--- config.mk ---
export PLATFORM = sky130hd
export DESIGN_NAME = scene_memory_bank
export DESIGN_NICKNAME = d
export VERILOG_FILES = /design/src/scene_pkg.sv /design/src/scene_ram.sv /design/src/bank_mode_fsm.sv /design/src/scene_update_pipe.sv /design/src/scene_memory_bank.sv
export SDC_FILE = /design/constraint.sdc
export NUM_CORES = 2
export LEC_CHECK = 0
export BUFFER_PORTS_ARGS = -buffer_cell sky130_fd_sc_hd__buf_2
export CORE_ASPECT_RATIO = 1.4
export CORE_MARGIN = 2
export CORE_UTILIZATION = 42
export CTS_BUF_LIST = sky130_fd_sc_hd__clkbuf_4 sky130_fd_sc_hd__clkbuf_8
export DETAILED_ROUTE_END_ITERATION = 12
export MAX_ROUTING_LAYER = met4
export PLACE_DENSITY = 0.67
export SKIP_LAST_GASP = 1
export SYNTH_ARGS = -nofsm -noshare
export SYNTH_HDL_FRONTEND = slang
export SYNTH_SLANG_ARGS = --single-unit
--- constraint.sdc ---
create_clock -name clk_100mhz -period 21.1 [get_ports clk_100mhz]
set_clock_uncertainty 0.1 [all_clocks]
set_input_delay 3.165 -clock clk_100mhz [delete_from_list [all_inputs] [get_ports clk_100mhz]]
set_output_delay 3.165 -clock clk_100mhz [all_outputs]
set_load 0.05 [all_outputs]
--- src/scene_pkg.sv ---
`default_nettype none

package scene_pkg;

    // Property word and instruction field widths
    localparam int DATA_WIDTH      = 16;
    localparam int FIELD_SEL_WIDTH = 3;
    localparam int INDEX_WIDTH     = 4;    // Covers the deepest memory

    // Fields per record kind
    localparam int CAMERA_FIELDS = 4;
    localparam int LIGHT_FIELDS  = 4;
    localparam int SHAPE_FIELDS  = 6;

    // Memory depths
    localparam int NUM_LIGHTS = 4;
    localparam int NUM_SHAPES = 16;

    localparam int LIGHT_ADDR_WIDTH = $clog2(NUM_LIGHTS);
    localparam int SHAPE_ADDR_WIDTH = $clog2(NUM_SHAPES);

    // Flat record widths, used by the field merge
    localparam int CAMERA_WIDTH = CAMERA_FIELDS * DATA_WIDTH;
    localparam int LIGHT_WIDTH  = LIGHT_FIELDS * DATA_WIDTH;
    localparam int SHAPE_WIDTH  = SHAPE_FIELDS * DATA_WIDTH;

    typedef logic [LIGHT_ADDR_WIDTH-1:0] light_addr_t;
    typedef logic [SHAPE_ADDR_WIDTH-1:0] shape_addr_t;

    // Field 0 is the least significant word of each record
    typedef logic [CAMERA_FIELDS-1:0][DATA_WIDTH-1:0] camera_t;
    typedef logic [LIGHT_FIELDS-1:0][DATA_WIDTH-1:0]  light_t;
    typedef logic [SHAPE_FIELDS-1:0][DATA_WIDTH-1:0]  shape_t;

    typedef enum logic [2:0] {
        op_nop        = 3'd0,
        op_camera_set = 3'd1,
        op_light_set  = 3'd2,
        op_shape_set  = 3'd3,
        op_frame      = 3'd4    // Hands the bank over to the renderer
    } scene_op_t;

endpackage

`default_nettype wire

--- src/scene_ram.sv ---
`timescale 1ns/10ps
`default_nettype none

module scene_ram #(
    parameter type entry_t = logic [15:0],
    parameter int  DEPTH   = 4
) (
    input  wire                                      clk_100mhz,
    input  wire                                      we,
    input  wire [$clog2(DEPTH > 1 ? DEPTH : 2)-1:0]  addr_a,
    input  wire entry_t                              wdata_a,
    output entry_t                                   rdata_a,
    input  wire [$clog2(DEPTH > 1 ? DEPTH : 2)-1:0]  addr_b,
    output entry_t                                   rdata_b
);

    entry_t                                 mem [DEPTH];
    logic [$clog2(DEPTH > 1 ? DEPTH : 2)-1:0] addr_q;   // Address of the record read last cycle

    initial begin
        for (int i = 0; i < DEPTH; i++) begin
            mem[i] = '0;
        end
    end

    // Port A: the write lands on the record fetched in the previous cycle,
    // so a read-modify-write never blocks the next read
    always_ff @(posedge clk_100mhz) begin
        if (we) begin
            mem[addr_q] <= wdata_a;
        end
        rdata_a <= mem[addr_a];     // Read-first
        addr_q  <= addr_a;
    end

    // Port B, render side
    always_ff @(posedge clk_100mhz) begin
        rdata_b <= mem[addr_b];
    end

    write_in_range: assert property (@(posedge clk_100mhz) we |-> (addr_q < DEPTH));

endmodule

`default_nettype wire

--- src/bank_mode_fsm.sv ---
`timescale 1ns/10ps
`default_nettype none

module bank_mode_fsm (
    input  wire                   clk_100mhz,
    input  wire                   rst,
    input  wire                   inst_valid,
    input  wire scene_pkg::scene_op_t inst_op,
    input  wire                   controller_busy,
    output logic                  stall,
    output logic                  inst_accept
);

    typedef enum logic [1:0] {
        st_writing,
        st_render_pending,     // Frame taken, renderer not started yet
        st_render_busy
    } mode_state_t;

    mode_state_t state;
    mode_state_t state_next;

    assign stall       = (state != st_writing);
    assign inst_accept = inst_valid && !stall;

    always_comb begin
        state_next = state;
        case (state)
            st_writing: begin
                if (inst_accept && inst_op == scene_pkg::op_frame) begin
                    state_next = st_render_pending;
                end
            end
            st_render_pending: begin
                if (controller_busy) begin
                    state_next = st_render_busy;
                end
            end
            st_render_busy: begin
                if (!controller_busy) begin
                    state_next = st_writing;    // Stall drops next cycle
                end
            end
            default: state_next = st_writing;
        endcase
    end

    always_ff @(posedge clk_100mhz) begin
        if (rst) begin
            state <= st_writing;
        end else begin
            state <= state_next;
        end
    end

    // The renderer must have gone idle before the bank is released
    stall_release: assert property (@(posedge clk_100mhz) disable iff (rst)
        $fell(stall) |-> !$past(controller_busy));

endmodule

`default_nettype wire

--- src/scene_update_pipe.sv ---
`timescale 1ns/10ps
`default_nettype none

module scene_update_pipe (
    input  wire                                  clk_100mhz,
    input  wire                                  rst,
    input  wire                                  inst_accept,
    input  wire scene_pkg::scene_op_t            inst_op,
    input  wire [scene_pkg::INDEX_WIDTH-1:0]     inst_index,
    input  wire [scene_pkg::FIELD_SEL_WIDTH-1:0] inst_field,
    input  wire [scene_pkg::DATA_WIDTH-1:0]      inst_data,
    output logic                                 camera_we,
    output scene_pkg::camera_t                   camera_wdata,
    input  wire scene_pkg::camera_t              camera_rdata,
    output logic                                 light_we,
    output scene_pkg::light_addr_t               light_addr,
    output scene_pkg::light_t                    light_wdata,
    input  wire scene_pkg::light_t               light_rdata,
    output logic                                 shape_we,
    output scene_pkg::shape_addr_t               shape_addr,
    output scene_pkg::shape_t                    shape_wdata,
    input  wire scene_pkg::shape_t               shape_rdata
);

    // Stage 1 registers
    logic                                 s1_valid;
    scene_pkg::scene_op_t                 s1_op;
    logic [scene_pkg::INDEX_WIDTH-1:0]    s1_index;
    logic [scene_pkg::FIELD_SEL_WIDTH-1:0] s1_field;
    logic [scene_pkg::DATA_WIDTH-1:0]     s1_data;

    // Last written record
    logic                                 fwd_valid;
    scene_pkg::scene_op_t                 fwd_op;
    logic [scene_pkg::INDEX_WIDTH-1:0]    fwd_index;
    scene_pkg::camera_t                   fwd_camera;
    scene_pkg::light_t                    fwd_light;
    scene_pkg::shape_t                    fwd_shape;

    logic                                 camera_hit;
    logic                                 light_hit;
    logic                                 shape_hit;
    scene_pkg::camera_t                   camera_base;
    scene_pkg::light_t                    light_base;
    scene_pkg::shape_t                    shape_base;
    logic [scene_pkg::SHAPE_WIDTH-1:0]    camera_wide;
    logic [scene_pkg::SHAPE_WIDTH-1:0]    light_wide;

    // Replaces one field; selectors past the kind's field count change nothing
    function automatic logic [scene_pkg::SHAPE_WIDTH-1:0] merge_field(
        input logic [scene_pkg::SHAPE_WIDTH-1:0]     rec,
        input logic [scene_pkg::FIELD_SEL_WIDTH-1:0] field,
        input int                                    num_fields,
        input logic [scene_pkg::DATA_WIDTH-1:0]      data
    );
        logic [scene_pkg::SHAPE_WIDTH-1:0] merged;
        merged = rec;
        for (int i = 0; i < scene_pkg::SHAPE_FIELDS; i++) begin
            if (i < num_fields && field == i) begin
                merged[i*scene_pkg::DATA_WIDTH +: scene_pkg::DATA_WIDTH] = data;
            end
        end
        return merged;
    endfunction

    // Read addresses go straight out in the accept cycle
    assign light_addr = inst_index[scene_pkg::LIGHT_ADDR_WIDTH-1:0];
    assign shape_addr = inst_index[scene_pkg::SHAPE_ADDR_WIDTH-1:0];

    always_ff @(posedge clk_100mhz) begin
        if (rst) begin
            s1_valid  <= 1'b0;
            fwd_valid <= 1'b0;
        end else begin
            s1_valid  <= inst_accept;
            fwd_valid <= camera_we | light_we | shape_we;   // One cycle deep only
        end
    end

    always_ff @(posedge clk_100mhz) begin
        if (inst_accept) begin
            s1_op    <= inst_op;
            s1_index <= inst_index;
            s1_field <= inst_field;
            s1_data  <= inst_data;
        end
        if (camera_we | light_we | shape_we) begin
            fwd_op    <= s1_op;
            fwd_index <= s1_index;
        end
        if (camera_we) begin
            fwd_camera <= camera_wdata;
        end
        if (light_we) begin
            fwd_light <= light_wdata;
        end
        if (shape_we) begin
            fwd_shape <= shape_wdata;
        end
    end

    // Back-to-back hit on the same record: memory data is one write behind
    assign camera_hit = fwd_valid && fwd_op == scene_pkg::op_camera_set;
    assign light_hit  = fwd_valid && fwd_op == scene_pkg::op_light_set &&
                        fwd_index[scene_pkg::LIGHT_ADDR_WIDTH-1:0] ==
                        s1_index[scene_pkg::LIGHT_ADDR_WIDTH-1:0];
    assign shape_hit  = fwd_valid && fwd_op == scene_pkg::op_shape_set &&
                        fwd_index[scene_pkg::SHAPE_ADDR_WIDTH-1:0] ==
                        s1_index[scene_pkg::SHAPE_ADDR_WIDTH-1:0];

    assign camera_base = camera_hit ? fwd_camera : camera_rdata;
    assign light_base  = light_hit ? fwd_light : light_rdata;
    assign shape_base  = shape_hit ? fwd_shape : shape_rdata;

    // Stage 2 merge, zero padded up to the widest record
    assign camera_wide = merge_field(
        {{(scene_pkg::SHAPE_WIDTH - scene_pkg::CAMERA_WIDTH){1'b0}}, camera_base},
        s1_field, scene_pkg::CAMERA_FIELDS, s1_data);
    assign light_wide = merge_field(
        {{(scene_pkg::SHAPE_WIDTH - scene_pkg::LIGHT_WIDTH){1'b0}}, light_base},
        s1_field, scene_pkg::LIGHT_FIELDS, s1_data);

    assign camera_wdata = camera_wide[scene_pkg::CAMERA_WIDTH-1:0];
    assign light_wdata  = light_wide[scene_pkg::LIGHT_WIDTH-1:0];
    assign shape_wdata  = merge_field(shape_base, s1_field, scene_pkg::SHAPE_FIELDS, s1_data);

    // Nop and frame write nothing
    assign camera_we = s1_valid && s1_op == scene_pkg::op_camera_set;
    assign light_we  = s1_valid && s1_op == scene_pkg::op_light_set;
    assign shape_we  = s1_valid && s1_op == scene_pkg::op_shape_set;

    single_write: assert property (@(posedge clk_100mhz) disable iff (rst)
        $onehot0({camera_we, light_we, shape_we}));

endmodule

`default_nettype wire

--- src/scene_memory_bank.sv ---
`timescale 1ns/10ps
`default_nettype none

module scene_memory_bank (
    input  wire                                  clk_100mhz,
    input  wire                                  rst,
    input  wire                                  controller_busy,
    input  wire                                  inst_valid,
    input  wire scene_pkg::scene_op_t            inst_op,
    input  wire [scene_pkg::INDEX_WIDTH-1:0]     inst_index,
    input  wire [scene_pkg::FIELD_SEL_WIDTH-1:0] inst_field,
    input  wire [scene_pkg::DATA_WIDTH-1:0]      inst_data,
    output logic                                 stall,
    input  wire scene_pkg::light_addr_t          light_read_addr,
    input  wire scene_pkg::shape_addr_t          shape_read_addr,
    output scene_pkg::camera_t                   camera_out,
    output scene_pkg::light_t                    light_out,
    output scene_pkg::shape_t                    shape_out
);

    logic                   inst_accept;
    logic                   camera_we;
    scene_pkg::camera_t     camera_wdata;
    scene_pkg::camera_t     camera_rdata;
    logic                   light_we;
    scene_pkg::light_addr_t light_addr;
    scene_pkg::light_t      light_wdata;
    scene_pkg::light_t      light_rdata;
    logic                   shape_we;
    scene_pkg::shape_addr_t shape_addr;
    scene_pkg::shape_t      shape_wdata;
    scene_pkg::shape_t      shape_rdata;

    bank_mode_fsm i_mode_fsm (
        .clk_100mhz      (clk_100mhz),
        .rst             (rst),
        .inst_valid      (inst_valid),
        .inst_op         (inst_op),
        .controller_busy (controller_busy),
        .stall           (stall),
        .inst_accept     (inst_accept)
    );

    scene_update_pipe i_update_pipe (
        .clk_100mhz   (clk_100mhz),
        .rst          (rst),
        .inst_accept  (inst_accept),
        .inst_op      (inst_op),
        .inst_index   (inst_index),
        .inst_field   (inst_field),
        .inst_data    (inst_data),
        .camera_we    (camera_we),
        .camera_wdata (camera_wdata),
        .camera_rdata (camera_rdata),
        .light_we     (light_we),
        .light_addr   (light_addr),
        .light_wdata  (light_wdata),
        .light_rdata  (light_rdata),
        .shape_we     (shape_we),
        .shape_addr   (shape_addr),
        .shape_wdata  (shape_wdata),
        .shape_rdata  (shape_rdata)
    );

    scene_ram #(.entry_t(scene_pkg::camera_t), .DEPTH(1)) i_camera_ram (
        .clk_100mhz (clk_100mhz),
        .we         (camera_we),
        .addr_a     (1'b0),        // Single camera record
        .wdata_a    (camera_wdata),
        .rdata_a    (camera_rdata),
        .addr_b     (1'b0),
        .rdata_b    (camera_out)
    );

    scene_ram #(.entry_t(scene_pkg::light_t), .DEPTH(scene_pkg::NUM_LIGHTS)) i_light_ram (
        .clk_100mhz (clk_100mhz),
        .we         (light_we),
        .addr_a     (light_addr),
        .wdata_a    (light_wdata),
        .rdata_a    (light_rdata),
        .addr_b     (light_read_addr),
        .rdata_b    (light_out)
    );

    scene_ram #(.entry_t(scene_pkg::shape_t), .DEPTH(scene_pkg::NUM_SHAPES)) i_shape_ram (
        .clk_100mhz (clk_100mhz),
        .we         (shape_we),
        .addr_a     (shape_addr),
        .wdata_a    (shape_wdata),
        .rdata_a    (shape_rdata),
        .addr_b     (shape_read_addr),
        .rdata_b    (shape_out)
    );

endmodule

`default_nettype wire

; Word-level counts from Yosys, hierarchy flattened
; Memory sizes are Yosys's and may differ from the RTL's. A register that Yosys moved wholly into a read port is not among the register bits.
; Cells that the tools add are included.
[op_classes]
n_bitwise = 2
eq_ne = 19
muxes = 27
n_reduce_logical = 15
[op_table]
columns = op, n
row1 = $mux W16, 14
row2 = $mux W64, 2
row3 = $mux W96, 1
row4 = $eq A3 B2 Y1 const B, 6
row5 = $logic_and A1 B1 Y1, 10
row6 = $eq A3 B1 Y1 const B, 3
row7 = $eq A3 B3 Y1 const B, 3
row8 = $mux W1, 6
row9 = $mux W2, 3
row10 = $pmux W2 S3, 1
row11 = $eq A4 B4 Y1, 1
row12 = $ne A2 B2 Y1 const B, 2
row13 = $logic_not A3 Y1, 1
row14 = $reduce_and A3 Y1, 1
row15 = $eq A2 B1 Y1 const B, 1
row16 = $eq A2 B2 Y1, 1
row17 = $eq A2 B2 Y1 const B, 1
row18 = $logic_not A2 Y1, 1
row19 = $ne A2 B1 Y1 const B, 1
row20 = $or A1 B1 Y1, 2
row21 = $reduce_bool A2 Y1, 1
row22 = $logic_not A1 Y1, 1
[word_totals]
ramBits = 1856
input_bits = 36
elab_cells = 91
output_inout_bits = 225
mem_count = 3
ff_bits = 267
[mem_list]
columns = memory, depth, width, rd, rd_ports_with_merged_regs, write_ports, line_no
row1 = i_shape_ram.mem, 16, 96, 2, 2, 1, scene_ram.sv:17  ; entry_t mem [DEPTH];
row2 = i_light_ram.mem, 4, 64, 2, 2, 1, scene_ram.sv:17
row3 = i_camera_ram.mem, 1, 64, 1, 1, 1, scene_ram.sv:17

; Logic depth before layout (Yosys ltp)
[logic_depth]
depth_word = 6
depth_mapped = 7
ltp_nobuf = 4

; By module
; Synthesis repeated with hierarchy kept, for this count alone.
[unflattened]
hier_cells = 5279
area_unflattened_um2 = 103197.7
[modules_own_cells]
columns = mod, n_inst, area_per_inst_um2, seq_area_each_um2, cells_each
row1 = scene_ram at i_shape_ram, 1, 72507.0, 50048.0, 3365
row2 = scene_ram at i_light_ram, 1, 13566.8, 10289.9, 546
row3 = scene_update_pipe, 1, 13330.3, 7757.4, 1165
row4 = scene_ram at i_camera_ram, 1, 3683.5, 3203.1, 192
row5 = bank_mode_fsm, 1, 106.4, 40.0, 10
row6 = scene_memory_bank, 1, 3.8, 0.0, 1

; Least setup slack after synthesis
; Ideal clock, no wire load.
[synth_path]
path_kind = register -> register
start = register i_update_pipe.s1_op[2]
end = memory i_shape_ram.mem[3][0] in the netlist's numbering (enable)
t_required_ns = 20.331
synth_period_minus_slack_ns = 11.314
arrival_ns = 10.545
stages_incl_launch_ff = 6
path_buffers = 1
setup_time_ns = 0.669
path_slack_ns = 9.786
path_cell_list = edfxtp_1 -> nor2b_1 -> and3_1 -> clkbuf_1 -> nand3_1 -> nor3_1
[synth_between]
elab_chain_cells = 4
[synth_lines]
columns = element, line_no
row1 = "start, declared", scene_update_pipe.sv:27  ; scene_pkg::scene_op_t s1_op;
row2 = "start signal, assigned", scene_update_pipe.sv:82  ; s1_op <= inst_op;
row3 = $eq A3 B2 Y1, scene_update_pipe.sv:130  ; assign shape_we = s1_valid && s1_op == scene_pkg::op_shape_set;
row4 = $logic_and A1 B1 Y1, scene_update_pipe.sv:130
row5 = net i_shape_ram.we, scene_ram.sv:9  ; input wire we,
row6 = $mux W1, scene_ram.sv:29  ; if (we) begin
row7 = $mux W1 (not written as such), scene_ram.sv:30  ; mem[addr_q] <= wdata_a;
row8 = "end, declared", scene_ram.sv:17
; The timed path passes the listed nets, and every way through them passes these cells.

==> key figures <==
Synth
  – Synth top area share: 0.6251
  – Synth cell types: 42
  – Ys async rst share: 0
  – Netlist area before placement: slightly above 0.1 sq mm
  – Post-synth top area cell: edfxtp_1
  – Yosys reg bits: approximately 2500
  – Top FF cell, synth: edfxtp_1
  – Yosys warns: 0
  – Post-synthesis net count: 5206
  – Synth top area cells: edfxtp_1 63%, mux4_2 20%, dfxtp_1 7.7%, a22oi_1 3.2%, nand2_1 1.3%
  – Post-synthesis instance total: about 5200
  – Post-Syn Area per Cell: 19.63 sq um
  – Sequential element share of the synthesized area: 0.7024
  – Post-synth EDFFs: about 2100

Clock tree
  – Post-CTS Setup Bufs: 0
  – CTS tree: done
  – # H-tree levels: 5
  – Root buffer cell: clkbuf_8
  – Clk buf depth: 4
  – TritonCTS buffer count: between 300 and 400
  – CTS Hold Buffers Added: 0
  – Post-CTS Resized: 0
  – Clk sink count: 2505
  – Clock Latency Late Sink: 1000 ps
  – CTS clk-pin slew, worst paths: 70 ps

Critical path
  – Instance count on the critical path: 7
  – FF-to-FF setup slack: 15160 ps
  – FF-to-FF End: i_shape_ram.mem[8][87]$_DFFE_PP_
  – Slowest cell on crit path: buf_4
  – Critical path origin: inst_index[1]
  – WS Path Type: input port to flop
  – RR Startpoint: i_update_pipe.s1_op[2]$_DFFE_PP_
  – Arr. time, crit path: 7150 ps
  – Buffers and inverters on the worst path: 4
  – Crit-path max FO: 90
  – CP endpoint kind: flop
  – Crit path launch type: input port
  – Reg2Reg Depth: 7
  – Most used cell, CP: buf_4
  – CP peak stage delay: around 860 ps
  – CP Cell Sequence: buf_8 > buf_4 > buf_4 > buf_4 > mux4_2 > a22oi_1 > nand2_1
  – CP Capture Point: i_shape_ram.rdata_a[72]$_DFF_P_
  – CP top delay family: buffers and inverters
  – WP data required: around 22000 ps

Timing
  – Slew headroom: 0.01583
  – Tightest Pin Transition: between 1000 and 1500 ps
  – Final setup margin: ~15000 ps
  – Final period demand of the worst path: 6383 ps
  – Final Hold Fails: 0
  – # setup viols final: 0
  – RSZ-0062 raised after global routing: no
  – Fin Setup TNS: 0 ps
  – Period utilization: 0.3025
  – Fmax: approximately 160 MHz
  – Final Max Tran Viols: 0
  – Hold Slack: around 230 ps

Floorplan
  – FP Rows: 213
  – Area of the die: around 0.25 sq mm
  – Starting Density: 0.4222
  – Horiz. Die Dim: ~420 um
  – Num ports: approximately 260
  – Die H: a little under 600 um
  – Core Region: ~0.24 sq mm

Power
  – Logic gate share of total power: 0.073
  – P_int: a little over 8 mW
  – Leak: around 37 nW
  – Clock power share: 0.401
  – Switching Power: between 2 and 2.5 mW
  – Max VDD drop: about 0.053 mV
  – Sw Ratio: 0.2343
  – Design Power: 10.56 mW
  – PwrDens: around 92 mW/mm^2
  – Sequential share of power: 0.526

Final layout
  – # nets final: 5600
  – Layout cells sized above 1: 0.3403
  – Fin cells: roughly 9100
  – P&R area growth vs syn: 13.12%
  – Most frequent cells in the layout: 2113 x edfxtp_1, 896 x mux4_2, 438 x clkbuf_8
  – Final Cell Area: about 0.11 sq mm
  – Util after Layout: 0.4777
  – Commonest non-fill, non-tap cell in the layout: edfxtp_1

Min path
  – Min-delay src: i_camera_ram.mem[0][13]$_DFFE_PP_
  – Hold WC Path Type: flop to flop

Global routing
  – Gr ovfl total: 0
  – Total track usage: 0.2384
  – First-pass GRT wire length: roughly 410000 um
  – Initial antenna violation count: 23
  – Vias in the first global route: about 59000
  – Pin count of the biggest net entering global routing: ~150

Detailed routing
  – WL met1: roughly 100000 um
  – TritonRoute pass-1 iters: 6
  – Final WL: ~290000 um
  – Met3 wire length: approximately 29000 um
  – Met2 WL post-DR: around 140000 um
  – Initial DRC count: around 6500
  – Antenna-violating nets left: 0
  – Vias per Instance: slightly above 6
  – WL/cell: roughly 31 um
  – Uppermost routed layer: met4
  – Post-route DRC: 0
  – Vias post-DR: 56496

Place
  – Final Wtd Congestion: roughly 0.80
  – Placed cell count: ~8400
  – Post-detail-place hpwl: between 150000 and 200000 um
  – Pre-CTS setup slack: around 14000 ps
  – Placement Cell Area: approximately 0.11 sq mm
  – Port bufs: 260

Status
  – Status: complete, no violations

Flow run
  – Max-cap viol count: 0
flip-flops by register name, indices dropped and copies added (netlist names), 96 cells and up:
register,flops
i_light_ram.mem,256
i_shape_ram.mem,1536
i_shape_ram.rdata_a,96
i_shape_ram.rdata_b,96
i_update_pipe.fwd_shape,96
worst register-to-register path: stages, from the launching register on:
cell and delay, ps:
edfxtp_1 460, nor2b_1 370, and3_4 500, buf_4 830
nand2_1 500, nor2_4 1020, buf_4 740, buf_4 920
power groups by stage:
stage	Sequential (mW)	Clock (mW)	Combinational [mW]
floorplan	5.74	0	0.422
global placement	5.66	0	0.754
detailed placement	5.66	0	0.769
CTS	5.56	4.30	0.770
global route	5.56	4.49	0.817
finish	5.56	4.23	0.769
per-layer routing:
metal | GRT usage | vias up
met5 | - | -
met2 | 0.3839 | 3308
met4 | 0.09691 | 0
li1 | - | 22704
met1 | 0.2961 | 29841
met3 | 0.04830 | 643
synthesized netlist by cell type, types with 29 or more instances:
library cell,n
edfxtp_1,2113
mux4_2,896
a22oi_1,432
dfxtp_1,392
nand2_1,357
clkbuf_1,213
o21ai_0,147
a21oi_1,129
buf_2,128
mux2i_1,64
a211oi_1,48
nand4_1,32
o211ai_1,32
buf_1,29
o21ai_1,29
worst min path at each step:
| stage | endpoint | slack (ps) | depth (start not counted) |
|---|---|---|---|
| 2_1_floorplan | i_camera_ram.rdata_a[0]$_DFF_P_ | 220 | 0 |
| 3_3_place_gp | i_camera_ram.rdata_a[1]$_DFF_P_ | 220 | 0 |
| 3_5_place_dp | i_camera_ram.rdata_a[23]$_DFF_P_ | 230 | 0 |
| 4_1_cts | i_camera_ram.rdata_a[17]$_DFF_P_ | 240 | 0 |
| 5_1_grt | i_camera_ram.rdata_a[13]$_DFF_P_ | 240 | 0 |
| 6_report | i_camera_ram.rdata_a[13]$_DFF_P_ | 230 | 0 |
logic make-up after synthesis:
| logic type | count (synthesis) | synth area share |
|---|---|---|
| mux | 960 | 0.2051 |
| compound gates | 850 | 0.05555 |
| flops | 2505 | 0.7024 |
| xor+xnor | 5 | 0.0004315 |
| buf+inv | 394 | 0.01729 |
| simple gates | 456 | 0.01916 |
area by class of cell:
cell class	count	area, sq um
fill	19829	125600
sequential	2505	71300
multi-input combinational	2271	28720
clock buffer	566	6989
tap	3225	4035
timing repair buffer	404	2650
clock inverter	129	1069
antenna	21	52.55
inverter	2	7.507
(Power assumes the default switching activity.)
